`src/verilog/dcache_pkg.sv`:
```
//////////////////////////////////////////////////////////////////////
// dcache shared definitions
// widths, address fields, request structs and controller states for
// the two-way write-back data cache
//////////////////////////////////////////////////////////////////////

package dcache_pkg;

    localparam int WORD_W         = 32;
    localparam int WORDS_PER_LINE = 4;
    localparam int LINE_W         = WORD_W * WORDS_PER_LINE;   // 128
    localparam int TAG_W          = 20;
    localparam int INDEX_W        = 8;
    localparam int OFFSET_W       = 2;
    localparam int NUM_SETS       = 1 << INDEX_W;              // 256
    localparam int NUM_WAYS       = 2;
    localparam int ADDR_W         = TAG_W + INDEX_W + OFFSET_W; // word address
    localparam int LINE_ADDR_W    = TAG_W + INDEX_W;

    typedef logic [WORD_W-1:0]            word_t;
    typedef logic [LINE_W-1:0]            line_t;
    typedef logic [TAG_W-1:0]             tag_t;
    typedef logic [INDEX_W-1:0]           index_t;
    typedef logic [OFFSET_W-1:0]          offset_t;
    typedef logic [$clog2(NUM_WAYS)-1:0]  way_t;

    // address layouts, msb first
    typedef struct packed {
        tag_t    tag;
        index_t  index;
        offset_t offset;
    } word_addr_t;

    typedef struct packed {
        tag_t   tag;
        index_t index;
    } line_addr_t;

    typedef struct packed {
        logic valid;
        logic dirty;
        tag_t tag;
    } tag_entry_t;

    typedef struct packed {
        logic       write;
        word_addr_t addr;
        word_t      wdata;
    } cpu_req_t;

    typedef struct packed {
        logic       write;
        line_addr_t addr;
        line_t      wdata;    // victim line, writes only
    } mem_req_t;

    typedef enum logic [2:0] {
        INIT, IDLE, LOOKUP, WRITEBACK, FETCH, WAIT_FILL, FILL
    } ctrl_state_t;

endpackage

```
`src/verilog/dcache_lru.sv`:
```
//////////////////////////////////////////////////////////////////////
// dcache replacement state
// one bit per set naming the least recently used way
//////////////////////////////////////////////////////////////////////

`timescale 1ns/1ps

module dcache_lru (
    input  logic                clk,
    input  logic                rst_n,
    input  dcache_pkg::index_t  index,
    input  logic                touch,
    input  dcache_pkg::way_t    touch_way,
    output dcache_pkg::way_t    lru_way
);

    dcache_pkg::way_t lru_bits [dcache_pkg::NUM_SETS];

    assign lru_way = lru_bits[index];   // combinational read

    always_ff @(posedge clk) begin
        if (!rst_n) begin
            for (int i = 0; i < dcache_pkg::NUM_SETS; i++) begin
                lru_bits[i] <= '0;
            end
        end else if (touch) begin
            lru_bits[index] <= ~touch_way;  // other way becomes lru
        end
    end

    a_touch_known: assert property (@(posedge clk) disable iff (!rst_n)
        touch |-> !$isunknown(touch_way));

endmodule

```
`config.mk`:
```
export PLATFORM = sky130hd
export DESIGN_NAME = dcache_lru
export DESIGN_NICKNAME = d
export VERILOG_FILES = /design/src/verilog/dcache_pkg.sv /design/src/verilog/dcache_lru.sv
export SDC_FILE = /design/constraint.sdc
export NUM_CORES = 1
export LEC_CHECK = 0
export ABC_AREA = 1
export BUFFER_PORTS_ARGS = -buffer_cell sky130_fd_sc_hd__clkbuf_2
export CORE_MARGIN = 5
export CORE_UTILIZATION = 68
export CTS_BUF_LIST = sky130_fd_sc_hd__clkbuf_16
export DETAILED_ROUTE_END_ITERATION = 8
export PLACE_DENSITY = 0.84
export SLEW_MARGIN = 20
export SYNTH_ARGS = -nofsm -noshare
export SYNTH_HDL_FRONTEND = slang
export SYNTH_SLANG_ARGS = --single-unit
```
`constraint.sdc`:
```
create_clock -name clk -period 3.33 [get_ports clk]
set_input_delay 0.333 -clock clk [delete_from_list [all_inputs] [get_ports clk]]
set_output_delay 0.333 -clock clk [all_outputs]
set_load 0.005 [all_outputs]
```
# After elaboration in Yosys (flattened, before gate mapping)

Memory sizes are Yosys's and may differ from the RTL's.
Index checks and enable logic that the tools add are counted.

Memories kept: 1
Logic and storage cells: 10
Memory bits (writable): 256
Output and inout port bits: 1
Flip-flop bits (word level): 0
Bits of input ports: 12

Muxes and demuxes: 7
Reductions and logical operators: 1
Bitwise operators: 1

Memories:

| memory   | words | bits a word | rd ports | clocked after Yosys merged registers in | wr ports | line             | text |
|---|---|---|---|---|---|---|---|
| lru_bits | 256   | 1           | 1        | 0                                       | 256      | dcache_lru.sv:17 | `dcache_pkg::way_t lru_bits [dcache_pkg::NUM_SETS];` |

Operator list:

| kind               | count |
|---|---|
| 8-bit two-way mux  | 1 |
| 1-bit two-way mux  | 6 |
| 1-bit inverter     | 1 |
| 1-bit OR reduction | 1 |

# Longest topological paths before layout

Word-level depth: 5
Gate-level depth with buffers: 15
Depth with buffers taken out: 13

# Least setup slack after synthesis

Ideal clock, no wire load.

Kind: input to output
Start: in index[1]
End: out lru_way
Path buffers: 3
Arrival time: 1.496 ns
Required time: 2.997 ns
Setup slack: 1.501 ns
Stages: 14
Path through: buf_4 > inv_2 > buf_2 > buf_2 > nand2_1 > nand3_1 > nand2_1 > nand2_1 > o21ai_0 > nand2_1 > nor2_1 > nor2_1 > nor2_1 > nand2_1

Word-level cells in the longest chain between the ends: 1

Ends and longest elaborated chain:

| element                 | line             | text |
|---|---|---|
| from (decl)             | dcache_lru.sv:11 | `input dcache_pkg::index_t index,` |
| memory read 256 x 1 bit | --               |  |
| to (decl)               | dcache_lru.sv:14 | `output dcache_pkg::way_t lru_way` |

Every way passes these cells.

# Worst setup path in the final report

Start: in index[0]
End: out lru_way

Same word-level chain as after synthesis.

==> summary.md <==
| Metric | Value |
|---|---|
| Setup violators final | 0 |
| Top reg by flops | lru_bits |
| Ys async rst share | 0% |
| Pre-CTS WS | 0.6616 ns |
| Gr usage total | 33.99% |
| Area of the die | 0.02087 mm^2 |
| Post-synth top area cell | dfxtp_1 |
| CP Class | primary input to primary output |
| Placement Rows | 49 |
| #FFs+latches synth | 256 |
| Top cells by count, synth | nand2_1, nand3_1, dfxtp_1 |
| Vias in the first global route | 11.73k |
| Post-synthesis cell area | 0.01229 mm^2 |
| Final Hold Fails | 0 |
| DRC Markers | 0 |
| Slew @ Worst Pin | 1.096 ns |
| Initial antenna violation count | 0 |
| DRT iter0 DRCs | 1526 |
| Fmax | 345.8 MHz |
| Initial Util | 68.67% |
| Pin count of the biggest net entering global routing | ~140 |
| Avg Cell Area, Syn | 6.505 um^2 |
| Clk sinks | 256 |
| Area after DPL | 0.01243 mm^2 |
| Critical path fanouts, max | 34 |
| Min-Delay Path Class | primary input to flip-flop |
| Chip Height | 144.5 um |
| Critical Path Start Type | primary input |
| Metal3 WL | between 3000 and 4000 um |
| Post-route setup TNS | 0 ns |
| Clock Skews | 0 ns |
| Clock Latency Late Sink | between 0.5 and 0.6 ns |
| IO Pins | 13 |
| Layout area overhead | 8.080% |
| Delay-heaviest family, CP | buffers and inverters |
| Vias/cell | about 6.0 |
| Die X | approximately 140 um |
| TritonCTS Buffers | 28 |
| Hold_buf cts | 0 |
| Post-route insts no fill | roughly 2.1k |
| Syn_nets | 1902 |
| Synth cell types | 23 |
| Uppermost layer routed | met4 |
| Placed Cells | 2045 |
| Multi-input combinational cell area | 0.006485 mm^2 |
| Seq/Total Area, Yosys | 41.69% |
| Final HPWL DP | 20990 um |
| Worst setup margin | 0.4383 ns |
| Sequential cell area | 0.005125 mm^2 |
| Met2 Wirelength | 16090 um |
| GRT overflow | 0 |
| Most frequent CP cell | nand2_1 |
| Slowest-stage cell, CP | o21ai_0 |
| Clock Path Buffers | 3 |
| Antenna-violating nets left | 0 |
| WP data required | 3.00 ns |
| Share of the synthesized area in the top cell type | 41.69% |
| Post-layout util | 74.22% |
| Data arrival, critical path | 2.56 ns |
| # Post-CTS Setup Buffers | 0 |
| Max stage delay on crit path | 0.46 ns |
| Cells after Synth | 1890 |
| Part of the cycle the worst path needs | about 87% |
| Buffers and inverters on the worst path | 4 |
| Final Critical Period | 2.892 ns |
| GPL Wtd Cong | roughly 0.92 |
| DR pass1 iterations | 6 |
| Worst-path clk slew | 0.06 ns |
| Max-cap violations | 0 |
| Max-slew headroom | 26.37% |
| Power per Cell Area | 476.1 mW/mm^2 |
| CTS resizes | 0 |
| Routed wire length | 35670 um |
| Top-count cell post-synth | nand2_1 |
| Slew Viols, Final | 0 |
| Post-route cell area | approximately 0.013 mm^2 |
| Root buf cell | clkbuf_16 |
| Max VDD drop | 0.0004881 V |
| Fin Hold WS | 0.2243 ns |
| Number of synthesized flops with an enable pin | 0 |
| Max FFs per register | 256 |
| Crit path capture type | primary output |
| FILL cells | about 1.4k |
| Dominant cells by area after synthesis | dfxtp_1, nand2_1, nand3_1 |
| Share of layout cells above drive strength 1 | 7.181% |
| Top FF cell, synth | dfxtp_1 |
| H-tree depth | 1 |
| Diodes inserted | 0 |
| Met1 WL | 14240 um |
| Nets@finish | between 1.5k and 2k |
| Yosys warns | 0 |
| CTS tree | done |
| Outcome | completed |
| DR vias | 12.57k |
| Design Power | 6.326 mW |
| Port bufs | 12 |
| Top Registers | lru_bits x256 |
| First-pass GRT wire length | 57990 um |
| Routed WL per cell | 17.03 um |
| Critical path cell sequence | buf_4 > clkinv_2 > buf_4 > nand2_1 > nand2_1 > nand2_1 > nand2_1 > nand2_1 > nand2_1 > o21ai_0 > nand2_1 > nor2_1 > nor2_1 > nor2_1 > nand2_1 > clkbuf_2 |
| Core Area | 0.01790 mm^2 |
| Leakage power | 5.283 nW |
| RSZ-0062 raised after global routing | false |
## layer usage
| layer | global-route usage (%) | vias up |
|---|---|---|
| met2 | 53.91 | 682 |
| met1 | 45.45 | 5668 |
| met5 | 0 | - |
| met3 | 6.316 | 130 |
| met4 | 14.92 | 0 |
| li1 | - | 6090 |
## kinds of logic (layout without fill, tap and decap cells)
kind of cell	Yosys count	in the layout	share of synthesized area, %
AO/OA/AOI/OAI	280	280	11.40
buffers and inverters	151	127	5.567
flip-flops	256	256	41.69
AND/OR/NAND/NOR	1203	1203	41.35
## tightest hold or removal path: cells and delay by family
kind / cells / cell delay [ns]
buf+inv: 1 / 0.20
compound gates: 1 / 0.05
simple gates: 1 / 0.12
## final cells by class
class,count,share of cell area (%)
clock buffers,29,5.461
clock inverters,21,0.9699
inverters,18,0.5367
multi-input cells,1483,48.80
flip-flops and latches,256,38.57
well taps,229,2.156
repair buffers,59,3.503
## worst paths after layout
path,startpoint,end,slack [ns],depth (start not counted)
setup / recovery,index[0],lru_way,0.44,16
hold / removal,rst_n,lru_bits[238],0.22,3
setup reg to reg,lru_bits[125],lru_bits[125],2.64,2
hold reg to reg,lru_bits[117],lru_bits[117],0.47,2
## cells in the final DEF (no fill, tap or decap), drive strengths merged
cell	count
nand3	287
o21ai	276
buf	50
or2	1
nor3	19
a21oi	4
inv	22
clkbuf	38
bufinv	1
dfxtp	256
nor2	48
nand2	848
clkinv	16
## power breakdown
part / switching (mW) / internal (mW) / total, mW / leakage (nW)
combinational: 0.300 / 0.0558 / 0.356 / 2.77
clock: 1.25 / 1.65 / 2.90 / 0.448
sequential: 0.00213 / 3.07 / 3.07 / 2.06
total: 1.56 / 4.77 / 6.33 / 5.28
(Power assumes the default switching activity.)
