[config.mk]
export PLATFORM = sky130hd
export DESIGN_NAME = dcache_ctrl
export DESIGN_NICKNAME = d
export VERILOG_FILES = /design/src/verilog/dcache_pkg.sv /design/src/verilog/dcache_ctrl.sv
export SDC_FILE = /design/constraint.sdc
export NUM_CORES = 1
export LEC_CHECK = 0
export BUFFER_PORTS_ARGS = -buffer_cell sky130_fd_sc_hd__buf_2
export CAP_MARGIN = 20
export CORE_AREA = 2 2 291 293
export CTS_CLUSTER_DIAMETER = 60
export DETAILED_ROUTE_END_ITERATION = 8
export DIE_AREA = 0 0 293 295
export GPL_TIMING_DRIVEN = 0
export PLACE_DENSITY = 0.34
export SYNTH_ARGS = -nofsm -noshare
export SYNTH_HDL_FRONTEND = slang
export SYNTH_SLANG_ARGS = --single-unit
[constraint.sdc]
create_clock -name clk -period 12.44 [get_ports clk]
set_input_delay 0 -clock clk [delete_from_list [all_inputs] [get_ports clk]]
set_output_delay 0 -clock clk [all_outputs]
set_load 0.02 [all_outputs]
[src/verilog/dcache_pkg.sv]
//////////////////////////////////////////////////////////////////////
// dcache shared definitions
// widths, address fields, request structs and controller states for
// the two-way write-back data cache
//////////////////////////////////////////////////////////////////////

package dcache_pkg;

    localparam int WORD_W         = 32;
    localparam int WORDS_PER_LINE = 4;
    localparam int LINE_W         = WORD_W * WORDS_PER_LINE;   // 128
    localparam int TAG_W          = 20;
    localparam int INDEX_W        = 8;
    localparam int OFFSET_W       = 2;
    localparam int NUM_SETS       = 1 << INDEX_W;              // 256
    localparam int NUM_WAYS       = 2;
    localparam int ADDR_W         = TAG_W + INDEX_W + OFFSET_W; // word address
    localparam int LINE_ADDR_W    = TAG_W + INDEX_W;

    typedef logic [WORD_W-1:0]            word_t;
    typedef logic [LINE_W-1:0]            line_t;
    typedef logic [TAG_W-1:0]             tag_t;
    typedef logic [INDEX_W-1:0]           index_t;
    typedef logic [OFFSET_W-1:0]          offset_t;
    typedef logic [$clog2(NUM_WAYS)-1:0]  way_t;

    // address layouts, msb first
    typedef struct packed {
        tag_t    tag;
        index_t  index;
        offset_t offset;
    } word_addr_t;

    typedef struct packed {
        tag_t   tag;
        index_t index;
    } line_addr_t;

    typedef struct packed {
        logic valid;
        logic dirty;
        tag_t tag;
    } tag_entry_t;

    typedef struct packed {
        logic       write;
        word_addr_t addr;
        word_t      wdata;
    } cpu_req_t;

    typedef struct packed {
        logic       write;
        line_addr_t addr;
        line_t      wdata;    // victim line, writes only
    } mem_req_t;

    typedef enum logic [2:0] {
        INIT, IDLE, LOOKUP, WRITEBACK, FETCH, WAIT_FILL, FILL
    } ctrl_state_t;

endpackage

[src/verilog/dcache_ctrl.sv]
//////////////////////////////////////////////////////////////////////
// dcache controller
// blocking FSM with one request in flight, invalidate sweep after
// reset, write-back of dirty victims and line fill from memory
//////////////////////////////////////////////////////////////////////

`timescale 1ns/1ps

module dcache_ctrl (
    input  logic                                 clk,
    input  logic                                 rst_n,
    input  logic                                 cpu_req_valid,
    output logic                                 cpu_req_ready,
    input  dcache_pkg::cpu_req_t                 cpu_req,
    output logic                                 cpu_rsp_valid,
    output logic                                 mem_req_valid,
    input  logic                                 mem_req_ready,
    output dcache_pkg::mem_req_t                 mem_req,
    input  logic                                 mem_rsp_valid,
    input  dcache_pkg::line_t                    mem_rsp_line,
    output dcache_pkg::cpu_req_t                 held_req,
    output dcache_pkg::index_t                   ram_index,
    output logic [dcache_pkg::NUM_WAYS-1:0]      tag_we,
    output logic [dcache_pkg::NUM_WAYS-1:0]      data_we,
    output dcache_pkg::tag_entry_t               tag_wdata,
    output logic                                 filling,
    output dcache_pkg::line_t                    fill_line,
    output logic                                 touch,
    output dcache_pkg::way_t                     touch_way,
    input  logic                                 hit,
    input  dcache_pkg::way_t                     hit_way,
    input  dcache_pkg::way_t                     victim_way,
    input  logic                                 victim_dirty,
    input  dcache_pkg::line_addr_t               victim_addr,
    input  dcache_pkg::line_t                    victim_line
);

    dcache_pkg::ctrl_state_t              state;
    dcache_pkg::ctrl_state_t              next_state;
    dcache_pkg::index_t                   sweep_idx;
    logic [dcache_pkg::LINE_ADDR_W-1:0]   fetch_addr;

    assign fetch_addr = held_req.addr[dcache_pkg::ADDR_W-1:dcache_pkg::OFFSET_W];
    assign filling    = (state == dcache_pkg::FILL);

    //////////////////////////////////////////////////////////////////////
    // next state and outputs
    //////////////////////////////////////////////////////////////////////
    always_comb begin
        next_state    = state;
        cpu_req_ready = 1'b0;
        cpu_rsp_valid = 1'b0;
        mem_req_valid = 1'b0;
        mem_req       = '0;
        ram_index     = held_req.addr.index;
        tag_we        = '0;
        data_we       = '0;
        tag_wdata     = '0;                 // invalid entry by default
        touch         = 1'b0;
        touch_way     = hit_way;
        case (state)
            dcache_pkg::INIT: begin
                ram_index = sweep_idx;
                tag_we    = '1;
                if (sweep_idx == dcache_pkg::index_t'(dcache_pkg::NUM_SETS - 1)) begin
                    next_state = dcache_pkg::IDLE;
                end
            end
            dcache_pkg::IDLE: begin
                cpu_req_ready = 1'b1;
                ram_index     = cpu_req.addr.index;  // arrays valid in LOOKUP
                if (cpu_req_valid) begin
                    next_state = dcache_pkg::LOOKUP;
                end
            end
            dcache_pkg::LOOKUP: begin
                if (hit) begin
                    cpu_rsp_valid = 1'b1;
                    touch         = 1'b1;
                    if (held_req.write) begin
                        tag_we[hit_way]  = 1'b1;
                        data_we[hit_way] = 1'b1;
                        tag_wdata.valid  = 1'b1;
                        tag_wdata.dirty  = 1'b1;
                        tag_wdata.tag    = held_req.addr.tag;
                    end
                    next_state = dcache_pkg::IDLE;
                end else if (victim_dirty) begin
                    next_state = dcache_pkg::WRITEBACK;
                end else begin
                    next_state = dcache_pkg::FETCH;
                end
            end
            dcache_pkg::WRITEBACK: begin
                mem_req_valid = 1'b1;
                mem_req.write = 1'b1;
                mem_req.addr  = victim_addr;
                mem_req.wdata = victim_line;
                if (mem_req_ready) begin
                    next_state = dcache_pkg::FETCH;
                end
            end
            dcache_pkg::FETCH: begin
                mem_req_valid = 1'b1;
                mem_req.addr  = dcache_pkg::line_addr_t'(fetch_addr);
                if (mem_req_ready) begin
                    next_state = dcache_pkg::WAIT_FILL;
                end
            end
            dcache_pkg::WAIT_FILL: begin
                if (mem_rsp_valid) begin
                    next_state = dcache_pkg::FILL;
                end
            end
            dcache_pkg::FILL: begin
                tag_we[victim_way]  = 1'b1;
                data_we[victim_way] = 1'b1;
                tag_wdata.valid     = 1'b1;
                tag_wdata.dirty     = held_req.write;  // clean after a read fill
                tag_wdata.tag       = held_req.addr.tag;
                cpu_rsp_valid       = 1'b1;
                touch               = 1'b1;
                touch_way           = victim_way;
                next_state          = dcache_pkg::IDLE;
            end
            default: next_state = dcache_pkg::INIT;
        endcase
    end

    //////////////////////////////////////////////////////////////////////
    // state, sweep counter and payload registers
    //////////////////////////////////////////////////////////////////////
    always_ff @(posedge clk) begin
        if (!rst_n) begin
            state     <= dcache_pkg::INIT;
            sweep_idx <= '0;
        end else begin
            state <= next_state;
            if (state == dcache_pkg::INIT) begin
                sweep_idx <= sweep_idx + 1'b1;
            end
        end
    end

    always_ff @(posedge clk) begin
        if (cpu_req_valid && cpu_req_ready) begin
            held_req <= cpu_req;
        end
        if (state == dcache_pkg::WAIT_FILL && mem_rsp_valid) begin
            fill_line <= mem_rsp_line;
        end
    end

    a_mem_req_stable: assert property (@(posedge clk) disable iff (!rst_n)
        mem_req_valid && !mem_req_ready |=> mem_req_valid && $stable(mem_req));

    a_rsp_pulse: assert property (@(posedge clk) disable iff (!rst_n)
        cpu_rsp_valid |=> !cpu_rsp_valid);

endmodule

Word level (Yosys, flattened, before mapping)
Index checks and enable logic that the tools add are counted.
- $add $sub $neg: 1
- order comparisons: 4
- equal/unequal tests: 12
- muxes and demuxes: 28
- reduce and logical (&&, ||, !) cells: 7
- operators by type and width (kind ; number):
    two-way mux 128 bit ; 1
    one-hot mux 28 bit (2 select lines) ; 1
    two-way mux 22 bit ; 2
    one-hot mux 22 bit (2 select lines) ; 1
    two-way mux 3 bit ; 7
    one-hot mux 3 bit (7 select lines) ; 1
    one-hot mux 8 bit (2 select lines) ; 1
    inequality test 2 bit, second input constant ; 5
    == test 3 bit, second input constant ; 3
    adder 8 x 1 -> 8 bit, second input constant ; 1
    == test 8 bit, second input constant ; 1
    two-way mux 1 bit ; 7
    == test 3 x 2 -> 1 bit, second input constant ; 2
    one-hot mux 2 bit (3 select lines) ; 1
    AND reduction 5 bit ; 1
    logical AND 1 bit ; 4
    < comparator 1 x 2 -> 1 bit, second input constant ; 2
    two-way mux 2 bit ; 2
    one-hot mux 2 bit (2 select lines) ; 1
    == test 3 x 1 -> 1 bit, second input constant ; 1
    zero test 3 bit ; 1
    demux 1 bit (select 1 bit) ; 2
    >= comparator 1 bit, second input constant ; 2
    one-hot mux 1 bit (2 select lines) ; 1
    OR reduction 2 bit ; 1
- flip-flop bits (word level): 202
- bits of input ports: 356
- output and inout port bits: 388
- logic and storage cells: 60

Logic depth before layout (Yosys ltp)
- depth after elaboration: 7
- depth in mapped cells: 6
- depth with buffers taken out: 5

Worst setup path after synthesis
Ideal clock, no wire load.
- path kind: register -> register
- start: reg state[0]
- end: reg fill_line[0] (enable)
- library setup time: 0.503 ns
- arrival time: 3.851 ns
- data required time: 11.937 ns
- slack: 8.086 ns
- stages on the path, launching flop included: 5
- path buffers: 3
- period minus slack after synthesis: 4.354 ns
- cell sequence: dfxtp_1 buf_4 buf_2 buf_2 and3_1
- cells in the longest elaborated chain, start to end: 2
- RTL lines (element ; RTL line ; text):
    start, declared ; dcache_ctrl.sv:38 ; dcache_pkg::ctrl_state_t state;
    start signal, assigned ; dcache_ctrl.sv:135 ; state <= dcache_pkg::INIT;
    start signal, assigned ; dcache_ctrl.sv:138 ; state <= next_state;
    == test 3 bit ; dcache_ctrl.sv:149 ; if (state == dcache_pkg::WAIT_FILL && mem_rsp_valid) begin
    logical AND 1 bit ; dcache_ctrl.sv:149 ;
    end signal, assigned ; dcache_ctrl.sv:150 ; fill_line <= mem_rsp_line;
    end, declared ; dcache_ctrl.sv:27 ; output dcache_pkg::line_t fill_line,
No other way between the ends.
A chain may end at the register's enable or synchronous reset.

==> flow_summary.yaml <==
status:
  outcome: "complete, no violations"
worst_setup_path:
  endpoint_kind: "primary output"
  r2r-end: "fill_line[1]"
  critPathKind: "reg -> out"
  r2r_cells: 6
  cp.arrival_ps: 2870
  start_kind: "flip-flop"
  r2r-start: "state[0]"
  required_ps: 12440
  r2r_setup_slack_ps: 9690
  crit_path_max_fanout: 10
synth:
  synth_area_leaders: "edfxtp_1 (72%), and3_1 (10%), a22o_1 (3.2%), dfxtp_1 (2.8%), and2_1 (1.9%)"
  yosysUniqueCellTypes: 36
  yosys.area.top_type: "edfxtp_1"
  synth_seq_cells: 202
  synth_seq_area_share: 0.745
  postSynthCellCount: 522
  syn_nets: 879
  syn_area_per_cell_um2: 15.3
  async_flop_share: 0
  ys_warn_count: 0
  yosysTopAreaCellShare: 0.717
  synth_edf_count: 191
  ys.flop_type: "edfxtp_1"
  synth_area_um2: 8000
hold_path:
  hp-class: "in -> reg"
  min-delay-start: "mem_req_ready"
  min_to: "state[0]"
  min_path_cells: 4
timing:
  rsz0062_at_grt: "false"
  finalSetupTns_ps: 0
  finalCritPeriodShare: 0.230
  drv_slew: 0
  skew_ps: 12.6
  holdWs_ps: 70.6
  setup_ws_ps: 9570
  fmax_ghz: 0.349
  setup_viol: 0
  post-route-min-period_ps: 2870
  tightest_slew_ps: 749
  hold_viol: 0
  relSlewSlack: 0.500
final_layout:
  seq_area_um2: 5960
  final_layout_size_suffix_gt1_frac: 0.538
  post-route-util: 0.193
  nNetsFinal: 1854
  areaGrowthSynthToFinish_pct: 101
  final_cell_mix: "buf_2 (754), dlygate4sd3_1 (198), edfxtp_1 (191)"
  multiInputGateArea_um2: 1830
  layout_commonest_cell: "buf_2"
  fillers: 9145
global_routing:
  track_usage: 0.0864
  grt_max_degree: 59
  gr-total-overflow: 0
  grt_pass1_wl_mm: 56.0
  grt_pass1_vias: 8673
  antenna_found_initial: 6
detailed_routing:
  vias_per_cell: 3.25
  via_count: 8459
  drtAntennaViolNets: 0
  wire_per_inst_um: 16.0
  firstDrtPassIters: 6
  drcViolationCount: 0
  first_iter_violations: 345
  routed_wl_mm: 41.5
floorplan:
  rows: 106
  initial_core_util: 0.0961
  fp.dieW_um: 293
  core_area_um2: 83200
  die_area_um2: 86400
  die_h_um: 295
  ioPinCount: 744
place:
  place_congestion: 0.827
  pre_cts_ws_ps: 9630
  io_buffers: 743
  dp_hpwl_mm: 33.9
clock_network:
  cts_tree: "yes"
  holdBufCountCts: 198
  htree_levels: 1
  cts_root_buf: "clkbuf_16"
  clk_path_buf_depth: 3
  post_cts_buffers: 0
  ctsResizeCount: 0
  clock-sinks: 202
  clk_pin_slew_worst_paths_ps: 60
  numCtsBuffers: 29
  clk_latency_ps: 560
job:
  max-cap-violations: 0
power_and_ir_drop:
  power_leakage_nw: 7.59
  vdd_drop_max_mv: 0.0759
  powerDensity_nw_per_um2: 104
-- metrics by stage --
stage,cells,power (mW),area [um2]
floorplan,522,0.765,8000
global placement,2345,0.824,13100
detailed placement,2348,0.826,13200
CTS,2599,1.70,16100
global route,2599,1.74,16100
finish,2600,1.67,16100
-- area by class of cell --
cell class / instances / area share
Clock buffer: 33 / 0.0461
Antenna cell: 1 / 0.000156
Buffer: 44 / 0.0130
Sequential cell: 202 / 0.371
Inverter: 2 / 0.000467
Tap cell: 1080 / 0.0841
Multi-Input combinational cell: 274 / 0.114
Clock inverter: 20 / 0.0121
Timing Repair Buffer: 944 / 0.359
-- per-layer routing --
layer | up-vias | track usage | wire [um]
met3 | 71 | 0.0243 | 3080
li1 | 3963 | - | -
met1 | 4035 | 0.0997 | 16100
met4 | 10 | 0.0298 | 1330
met2 | 380 | 0.153 | 21000
met5 | - | 0 | 72
-- sequential cells by signal, summed over array words and instances (netlist names) --
register	flops
fill_line	128
state	3
held_req	63
sweep_idx	8
-- how the worst max path moves through the flow --
| stage | startpoint | to | slack (ps) | cells after the start |
|---|---|---|---|---|
| final | state[2] | mem_req[111] | 9570 | 5 |
| after global routing | state[2] | mem_req[112] | 9330 | 5 |
| after CTS | state[2] | mem_req[110] | 9440 | 5 |
| after detailed placement | state[0] | fill_line[34] | 9630 | 6 |
| after global placement | state[0] | fill_line[83] | 6220 | 4 |
| after floorplan | state[0] | fill_line[0] | 8090 | 4 |
-- Yosys cell counts, types with 2 or more instances --
master,number
nor3_4,3
nor2_1,16
inv_1,2
xnor2_1,4
nand2b_1,3
clkbuf_1,27
nand2_1,13
a21oi_1,4
mux2i_1,10
and3_1,131
buf_6,2
buf_2,11
dfxtp_1,11
a221oi_1,2
edfxtp_1,191
nor2b_1,3
buf_4,4
mux2_2,2
a22o_1,29
o21ai_0,11
nand4_1,4
and2_1,24
xor2_1,2
-- critical path, stage by stage (launching register included) --
cell and delay (ps):
dfxtp_1 360, nor2b_1 610, buf_2 440, clkbuf_1 470, and3_1 230, buf_2 170
-- logic make-up after synthesis --
| kind of cell | share of synthesized area |
|---|---|
| XOR/XNOR | 0.00657 |
| multiplexers | 0.0153 |
| AND/OR/NAND/NOR | 0.157 |
| flip-flops | 0.745 |
| adder cells (fa/ha/maj) | 0.00156 |
| buffers and inverters | 0.0271 |
| AO/OA/AOI/OAI | 0.0479 |
-- power by group --
group / switching [mW] / leakage (nW) / internal, mW
logic: 0.0352 / 5.33 / 0.0818
clock network: 0.329 / 0.451 / 0.475
registers: 0.00143 / 1.81 / 0.744
Power figures use the tool's default switching activity.
