--- src/verilog/dcache_pkg.sv ---
//////////////////////////////////////////////////////////////////////
// dcache shared definitions
// widths, address fields, request structs and controller states for
// the two-way write-back data cache
//////////////////////////////////////////////////////////////////////

package dcache_pkg;

    localparam int WORD_W         = 32;
    localparam int WORDS_PER_LINE = 4;
    localparam int LINE_W         = WORD_W * WORDS_PER_LINE;   // 128
    localparam int TAG_W          = 20;
    localparam int INDEX_W        = 8;
    localparam int OFFSET_W       = 2;
    localparam int NUM_SETS       = 1 << INDEX_W;              // 256
    localparam int NUM_WAYS       = 2;
    localparam int ADDR_W         = TAG_W + INDEX_W + OFFSET_W; // word address
    localparam int LINE_ADDR_W    = TAG_W + INDEX_W;

    typedef logic [WORD_W-1:0]            word_t;
    typedef logic [LINE_W-1:0]            line_t;
    typedef logic [TAG_W-1:0]             tag_t;
    typedef logic [INDEX_W-1:0]           index_t;
    typedef logic [OFFSET_W-1:0]          offset_t;
    typedef logic [$clog2(NUM_WAYS)-1:0]  way_t;

    // address layouts, msb first
    typedef struct packed {
        tag_t    tag;
        index_t  index;
        offset_t offset;
    } word_addr_t;

    typedef struct packed {
        tag_t   tag;
        index_t index;
    } line_addr_t;

    typedef struct packed {
        logic valid;
        logic dirty;
        tag_t tag;
    } tag_entry_t;

    typedef struct packed {
        logic       write;
        word_addr_t addr;
        word_t      wdata;
    } cpu_req_t;

    typedef struct packed {
        logic       write;
        line_addr_t addr;
        line_t      wdata;    // victim line, writes only
    } mem_req_t;

    typedef enum logic [2:0] {
        INIT, IDLE, LOOKUP, WRITEBACK, FETCH, WAIT_FILL, FILL
    } ctrl_state_t;

endpackage

--- src/verilog/dcache_way_select.sv ---
//////////////////////////////////////////////////////////////////////
// dcache way select
// tag compare, victim choice, read word extraction and the merge of
// the write word into the hit or fill line
//////////////////////////////////////////////////////////////////////

`timescale 1ns/1ps

module dcache_way_select (
    input  dcache_pkg::cpu_req_t    req,
    input  dcache_pkg::tag_entry_t  tag0,
    input  dcache_pkg::tag_entry_t  tag1,
    input  dcache_pkg::line_t       line0,
    input  dcache_pkg::line_t       line1,
    input  dcache_pkg::way_t        lru_way,
    input  logic                    filling,
    input  dcache_pkg::line_t       fill_line,
    output logic                    hit,
    output dcache_pkg::way_t        hit_way,
    output dcache_pkg::way_t        victim_way,
    output logic                    victim_dirty,
    output dcache_pkg::line_addr_t  victim_addr,
    output dcache_pkg::line_t       victim_line,
    output dcache_pkg::word_t       rdata,
    output dcache_pkg::line_t       new_line
);

    logic                   hit0;
    logic                   hit1;
    dcache_pkg::tag_entry_t victim_tag;
    dcache_pkg::line_t      src_line;

    assign hit0    = tag0.valid && (tag0.tag == req.addr.tag);
    assign hit1    = tag1.valid && (tag1.tag == req.addr.tag);
    assign hit     = hit0 || hit1;
    assign hit_way = hit0 ? 1'b0 : 1'b1;

    // invalid way first, way 0 before way 1, then lru
    always_comb begin
        if (!tag0.valid) begin
            victim_way = 1'b0;
        end else if (!tag1.valid) begin
            victim_way = 1'b1;
        end else begin
            victim_way = lru_way;
        end
    end

    assign victim_tag        = victim_way ? tag1 : tag0;
    assign victim_line       = victim_way ? line1 : line0;
    assign victim_dirty      = victim_tag.valid && victim_tag.dirty;
    assign victim_addr.tag   = victim_tag.tag;
    assign victim_addr.index = req.addr.index;

    assign src_line = filling ? fill_line : (hit_way ? line1 : line0);

    always_comb begin
        rdata    = '0;
        new_line = src_line;
        for (int i = 0; i < dcache_pkg::WORDS_PER_LINE; i++) begin
            if (dcache_pkg::offset_t'(i) == req.addr.offset) begin
                rdata = src_line[i*dcache_pkg::WORD_W +: dcache_pkg::WORD_W];
                if (req.write) begin    // reads keep the line as fetched
                    new_line[i*dcache_pkg::WORD_W +: dcache_pkg::WORD_W] = req.wdata;
                end
            end
        end
    end

    // arrays read before the sweep may still be unknown
    a_one_hit: assert final ($isunknown({hit0, hit1}) || !(hit0 && hit1));

endmodule

--- config.mk ---
export PLATFORM = sky130hd
export DESIGN_NAME = dcache_way_select
export DESIGN_NICKNAME = d
export VERILOG_FILES = /design/src/verilog/dcache_pkg.sv /design/src/verilog/dcache_way_select.sv
export SDC_FILE = /design/constraint.sdc
export NUM_CORES = 1
export LEC_CHECK = 0
export ABC_AREA = 1
export BUFFER_PORTS_ARGS = -buffer_cell sky130_fd_sc_hd__buf_2
export CAP_MARGIN = 20
export CORE_AREA = 2 2 318 320
export DETAILED_ROUTE_END_ITERATION = 7
export DIE_AREA = 0 0 320 322
export PLACE_DENSITY = 0.36
export SKIP_LAST_GASP = 1
export SYNTH_ARGS = -nofsm -noshare
export SYNTH_HDL_FRONTEND = slang
export SYNTH_SLANG_ARGS = --single-unit
--- constraint.sdc ---
create_clock -name vclk -period 1.52
set_input_delay 0.076 -clock vclk [all_inputs]
set_output_delay 0.076 -clock vclk [all_outputs]
set_load 0.05 [all_outputs]
# --- Yosys cells after proc, flatten, opt, wreduce, memory -nomap -nowiden ---
# Cells that the tools add are included.
word_totals:
  register_bits: 0
  input_bits: 493
  output_inout_bits: 320
  wordCells: 29
classes:
  eq_ne: 5
  n_mux: 19
  reduce_logical: 5
op_table:
  columns: ["op", "count"]
  rows:
  - ["2-to-1 mux 128 bit", 3]
  - ["2-to-1 mux 32 bit", 12]
  - ["== test 20 bit", 2]
  - ["2-to-1 mux 22 bit", 1]
  - ["== test 2 bit, first input constant", 2]
  - ["logical AND 1 bit", 3]
  - ["2-to-1 mux 1 bit", 3]
  - ["== test 1 x 2 -> 1 bit, first input constant", 1]
  - ["logical NOT 2 bit", 1]
  - ["logical OR 1 bit", 1]

# --- Longest topological paths before layout ---
# Gate-level depths: netlist (run 1).
depth:
  depth_word: 8
  depth_mapped: 14
  mapped_depth_nobuf: 12

# --- Worst setup path after synthesis (run 1) ---
# OpenSTA, ideal clock, no wires.
synth_timing:
  kind: "input port to output port"
  startpoint: "in lru_way"
  endpoint: "out victim_addr[18] (netlist name)"
  t_arrival_ps: 2196
  required_ps: 1444
  slack_ps: -752
  path_stages: 6
  path_buffers: 1
  cell_sequence: "inv_1 -> nand2_1 -> nand2_1 -> clkinv_1 -> clkbuf_1 -> o21ai_0"
synth_lines:
  columns: ["item", "line", "rtl"]
  rows:
  - ["start, declared", "dcache_way_select.sv:15", "input dcache_pkg::way_t lru_way,"]
  - ["end, declared", "dcache_way_select.sv:22", "output dcache_pkg::line_addr_t victim_addr,"]

# --- Worst setup path after layout (run 1) ---
layout_timing:
  startpoint: "in tag0[11] (netlist name)"
  endpoint: "out rdata[19]"
layout_between:
  elab_chain_cells: 8
layout_lines:
  columns: ["item", "line", "rtl"]
  rows:
  - ["start, declared", "dcache_way_select.sv:11", "input dcache_pkg::tag_entry_t tag0,"]
  - ["== test 20 bit *", "dcache_way_select.sv:33", "assign hit0 = tag0.valid && (tag0.tag == req.addr.tag);"]
  - ["logical AND 1 bit *", "dcache_way_select.sv:33", null]
  - ["2-to-1 mux 128 bit * (2 in a row)", "dcache_way_select.sv:55", "assign src_line = filling ? fill_line : (hit_way ? line1 : line0);"]
  - ["2-to-1 mux 32 bit (3 in a row)", "dcache_way_select.sv:61", "if (dcache_pkg::offset_t'(i) == req.addr.offset) begin"]
  - ["2-to-1 mux 32 bit *", "dcache_way_select.sv:61", null]
  - ["end, declared", "dcache_way_select.sv:24", "output dcache_pkg::word_t rdata,"]
# Mark *: on every way between the ends. The rest lies on a longest branch, timed or not.

==> results of run 1 <==
-- repair_timing --
action                     in CTS  in global routing
cloned                         17                  7
buffers inserted               39                 29
hold buffers                    0                  0
gates resized for setup       671                413
pin swaps                     116                152
setup endpoints to repair     165                259
-- placed cells by master, fill, tap and decap left out, types with 58 or more instances in the layout --
cell type,n
buf_12,248
nand2_1,515
nand3_2,58
o21ai_0,64
o21ai_2,101
nand2_4,183
nand4_1,128
o21ai_4,124
buf_2,529
buf_4,185
buf_6,117
nand2_2,167
inv_1,282
-- cell families (layout without fill, tap and decap cells) --
kind of cell    count (synthesis)  count (layout)  share of synthesized area (%)
compound gates                324             324                           19.6
buf+inv                       461            1465                           21.2
other cells                     0               7                              0
simple gates                 1172            1172                           58.1
xor+xnor                       10              10                           1.04
-- metrics by stage --
| stage | worst slack, ps | setup TNS, ps | std cells | instance area (um^2) |
|---|---|---|---|---|
| 2_1_floorplan | -360 | -39390 | 1967 | 10200 |
| 3_3_place_gp | -1160 | -124910 | 4219 | 21100 |
| 3_5_place_dp | -1130 | -120700 | 4219 | 21100 |
| 4_1_cts | -801 | -92980 | 4251 | 24100 |
| 5_1_grt | -848 | -106670 | 4270 | 25700 |
| 6_report | -807 | -93690 | 4276 | 25700 |
-- metal layers --
layer | vias up | GRT usage, %
li1 | 8242 | -
met1 | 7959 | 23.8
met2 | 641 | 35.2
met3 | 106 | 4.05
met4 | 22 | 3.59
met5 | - | 0
-- layout make-up --
| class | count | area share, % |
|---|---|---|
| Antenna cell | 7 | 0.0681 |
| Inverter | 314 | 4.88 |
| Multi-Input combinational cell | 1506 | 43.5 |
| Tap cell | 1298 | 6.32 |
| Timing Repair Buffer | 1151 | 45.3 |
-- worst paths after layout --
path	to	slack, ps	cells past startpoint
min	victim_addr[5]	150	0
max	rdata[19]	-810	18
-- power groups by stage --
| stage | logic (mW) | clock network (mW) | registers [mW] |
|---|---|---|---|
| 5_1_grt | 12.3 | 0.0000000781 | 0 |
| 6_report | 11.8 | 0.000000417 | 0 |
| 3_5_place_dp | 10.8 | 0 | 0 |
| 3_3_place_gp | 10.8 | 0 | 0 |
| 2_1_floorplan | 5.17 | 0 | 0 |
| 4_1_cts | 11.5 | 0 | 0 |
==> impl_metrics.py, run 1 <==
metrics = {
    "critical_path": {
        "cp_top_family": "buffers and inverters",
        "end_kind": "output pin",
        "crit_type": "input port to output pin",
        "startpoint": "tag0[11]",
        "arrival_ps": 2250,
        "critPathLaunchType": "input port",
        "slowest_stage": "nand4_1",
        "path_max_fanout": 6,
        "critPathBufInv": 8,
        "crit_chain": "buf_8 -> buf_6 -> inv_4 -> nand2_4 -> nand2_2 -> nor2_1 -> nand2_1 -> nor2_4 -> nand3_4 -> buf_12 -> buf_12 -> buf_12 -> nor2_2 -> o21ai_2 -> buf_6 -> nand2_4 -> nand4_1 -> buf_12",
        "worstPathRequired_ps": 1440,
        "crit_top_cell": "buf_12",
        "cp_slowest_stage_delay_ps": 310,
    },
    "timing": {
        "finalSetupViolCount": 162,
        "slew_headroom_pct": 70.2,
        "fmax_ghz": 0.430,
        "fin_hold_ws_ps": 152,
        "final-hold-violation-count": 0,
        "maxSlewViolCount": 0,
        "tightest_slew_ps": 447,
        "period_needed_ps": 2330,
        "setup_slack_ps": -807,
        "fin_crit_sh_pct": 153,
        "rsz0062_at_grt": "yes",
    },
    "floorplan": {
        "rows": 116,
        "die_h_um": 322,
        "initial_core_util_pct": 8.44,
        "core-area_um2": 99600,
        "io_pins": 813,
        "fp.dieArea_um2": 103000,
        "die_w_um": 320,
    },
    "grt": {
        "antenna_found_initial": 27,
        "grt_remaining_overflow": 0,
        "grt_pass1_vias": 17100,
        "grt_usage_pct": 19.5,
        "grt_max_degree": 43,
        "grt_first_pass_wirelength_mm": 139,
    },
    "final_layout": {
        "fillers": 11100,
        "design.seq.count": 0,
        "drive_gt1_share_pct": 63.5,
        "area_growth_pct": 206,
        "multi_input_area_um2": 11200,
        "layout.nets": 3466,
        "nClkBuffers": 0,
        "post-route-util_pct": 25.8,
        "regArea_um2": 0,
    },
    "logic_synthesis": {
        "yosys.cell_count.top_type": "nand2_1",
        "yosysTopAreaCellShare_pct": 39.3,
        "syn_area_um2": 8400,
        "syn_avg_cell_area_um2": 4.27,
        "syn_inst": 1967,
        "yosysTopAreaCell": "nand2_1",
        "synth_area_leaders": "nand2_1 (39%), o21ai_0 (17%), inv_1 (14%)",
        "syn_nets": 2460,
        "netlist_top_cells_count": "nand2_1 (880), inv_1 (303), o21ai_0 (278), nand4_1 (128), clkbuf_1 (113)",
        "yosys_warnings": 0,
        "yosysUniqueCellTypes": 26,
        "ys_seq_area_share_pct": 0,
    },
    "route": {
        "routed_wl_mm": 107,
        "final_antenna_net_count": 0,
        "vias": 17000,
        "viasPerCell": 3.97,
        "drcViolationCount": 0,
        "routed-wl-met3_mm": 7.35,
        "route.met2.wl_mm": 53.1,
        "wl_per_cell_um": 25.0,
        "first_iter_violations": 806,
        "met1_length_mm": 43.7,
        "drt_pass1_iterations": 6,
        "highest_layer": "met5",
    },
    "pwr": {
        "p_leak_nw": 12.8,
        "internal-power_mw": 4.55,
        "power_mw": 11.8,
        "max-vdd-ir-drop_mv": 0.354,
        "p_per_area_nw_per_um2": 457,
        "power_frac_seq_pct": 0,
        "swShare_pct": 61.3,
        "power_frac_comb_pct": 100.0,
        "clkPwrFrac_pct": 0,
        "power_switching_mw": 7.20,
    },
    "worst_hold_path": {
        "hp-start": "req[39]",
        "hp-class": "input port to output pin",
    },
    "outcome": {
        "violations": "negative setup slack",
        "status": "complete, but fails checks",
    },
    "flow_run": {
        "max_cap_violations": 0,
    },
    "placement": {
        "globalplace.congestion": 0.910,
        "hpwl_mm": 90.6,
        "portBuffers": 797,
    },
}
Note: power is estimated with default switching activity, not from simulation.
==> inputs of run 2 (changes only) <==
==> constraint.sdc (replaced) <==
create_clock -name vclk -period 1.9
set_input_delay 0.095 -clock vclk [all_inputs]
set_output_delay 0.095 -clock vclk [all_outputs]
set_load 0.05 [all_outputs]
==> impl_metrics.py, run 2 (synthesized netlist as in run 1, its figures left out) <==
metrics = {
    "final_layout": {
        "fin_area_um2": 23100,
        "post-route-util_pct": 23.2,
        "final_cell_mix": "buf_2 (600), nand2_1 (520), inv_1 (281)",
        "regArea_um2": 0,
        "area_growth_pct": 174,
        "layout_commonest_cell": "buf_2",
        "design.seq.count": 0,
        "nClkBuffers": 0,
        "drive_gt1_share_pct": 60.2,
        "fillers": 11400,
        "layout.nets": 3387,
    },
    "timing": {
        "fmax_ghz": 0.450,
        "slew_headroom_pct": 58.9,
        "finalSetupViolCount": 158,
        "setup_slack_ps": -323,
        "period_needed_ps": 2220,
        "tightest_slew_ps": 616,
        "rsz0062_at_grt": "yes",
        "fin_crit_sh_pct": 117,
        "final-hold-violation-count": 0,
        "maxSlewViolCount": 0,
    },
    "grt": {
        "grt_remaining_overflow": 0,
        "grt_usage_pct": 19.0,
        "grt_pass1_vias": 16400,
        "grt_first_pass_wirelength_mm": 136,
        "grt_max_degree": 75,
        "antenna_found_initial": 17,
    },
    "outcome": {
        "status": "complete, but fails checks",
        "violations": "negative setup slack",
    },
    "pwr": {
        "swShare_pct": 64.0,
        "max-vdd-ir-drop_mv": 0.206,
        "clkPwrFrac_pct": 0,
        "power_frac_seq_pct": 0,
        "p_per_area_nw_per_um2": 369,
        "power_switching_mw": 5.44,
        "p_leak_nw": 11.8,
        "power_mw": 8.50,
        "internal-power_mw": 3.06,
        "power_frac_comb_pct": 100.0,
    },
    "worst_hold_path": {
        "hp-class": "input port to output pin",
    },
    "placement": {
        "globalplace.congestion": 0.910,
        "dpl_worst_slack_ps": -856,
        "hpwl_mm": 85.0,
        "portBuffers": 797,
        "place_area_um2": 18000,
    },
    "route": {
        "vias": 17100,
        "wl_per_cell_um": 25.4,
        "viasPerCell": 4.06,
        "routed_wl_mm": 107,
        "final_antenna_net_count": 0,
        "first_iter_violations": 1032,
        "drt_pass1_iterations": 5,
        "drcViolationCount": 0,
    },
    "flow_run": {
        "max_cap_violations": 0,
    },
    "floorplan": {
        "rows": 116,
        "io_pins": 813,
        "die_h_um": 322,
        "die_w_um": 320,
        "initial_core_util_pct": 8.44,
        "core-area_um2": 99600,
        "fp.dieArea_um2": 103000,
    },
    "critical_path": {
        "path_max_fanout": 8,
        "arrival_ps": 2130,
        "end_kind": "output pin",
        "critPathLaunchType": "input port",
        "worstPathRequired_ps": 1800,
        "crit_type": "input port to output pin",
    },
    "clocking": {
        "holdBufCountCts": 0,
    },
}
## run 2: timing repair
action | CTS | global route
cloned | 18 | 7
setup buffers | 25 | 37
resized for setup | 488 | 724
setup endpoints to repair | 160 | 161
pin swaps | 113 | 193
## run 2: through the flow
stage                     cells  hold slack (ps)  setup TNS [ps]
after floorplan            1967              357           -1800
after global placement     4136              190          -75450
after detailed placement   4136              190          -60220
after CTS                  4168              190          -38320
after global routing       4195              190          -40960
final                      4198              190          -25550
## run 2: worst paths after layout
check / start / to / slack, ps / cells past startpoint
min: req[34] / victim_addr[0] / 190 / 0
max: tag0[4] / rdata[8] / -320 / 16
## run 2: power by group through the flow
| stage | logic (mW) | clock network (mW) | registers [mW] |
|---|---|---|---|
| after floorplan | 3.69 | 0 | 0 |
| after global placement | 7.58 | 0 | 0 |
| after detailed placement | 7.56 | 0 | 0 |
| after CTS | 8.00 | 0 | 0 |
| after global routing | 8.92 | 0.000000368 | 0 |
| final | 8.50 | 0.000000366 | 0 |
## run 2: routing by layer
layer | wire length [um] | up-vias | GRT usage, %
li1 | - | 8088 | -
met1 | 45700 | 8156 | 24.2
met2 | 51900 | 689 | 33.1
met3 | 6180 | 114 | 3.01
met4 | 2880 | 6 | 4.57
met5 | 36 | - | 0
## run 2: cell type report
class | instances | area (um^2) | area share, %
timing repair buffer | 1072 | 10100 | 43.9
multi-input combinational | 1506 | 10100 | 43.7
antenna | 8 | 20.0 | 0.0868
tap | 1298 | 1620 | 7.04
inverter | 314 | 1200 | 5.21
## run 2: critical path: stages
cell,delay (ps)
buf_4,130
buf_6,120
o21ai_2,110
nor2_1,60
nand2_1,100
nor2_4,50
nand3_4,170
buf_12,220
buf_12,160
nand2_1,50
nand3_1,90
nand2_2,70
buf_12,140
nand2_1,50
nand4_1,230
buf_12,240
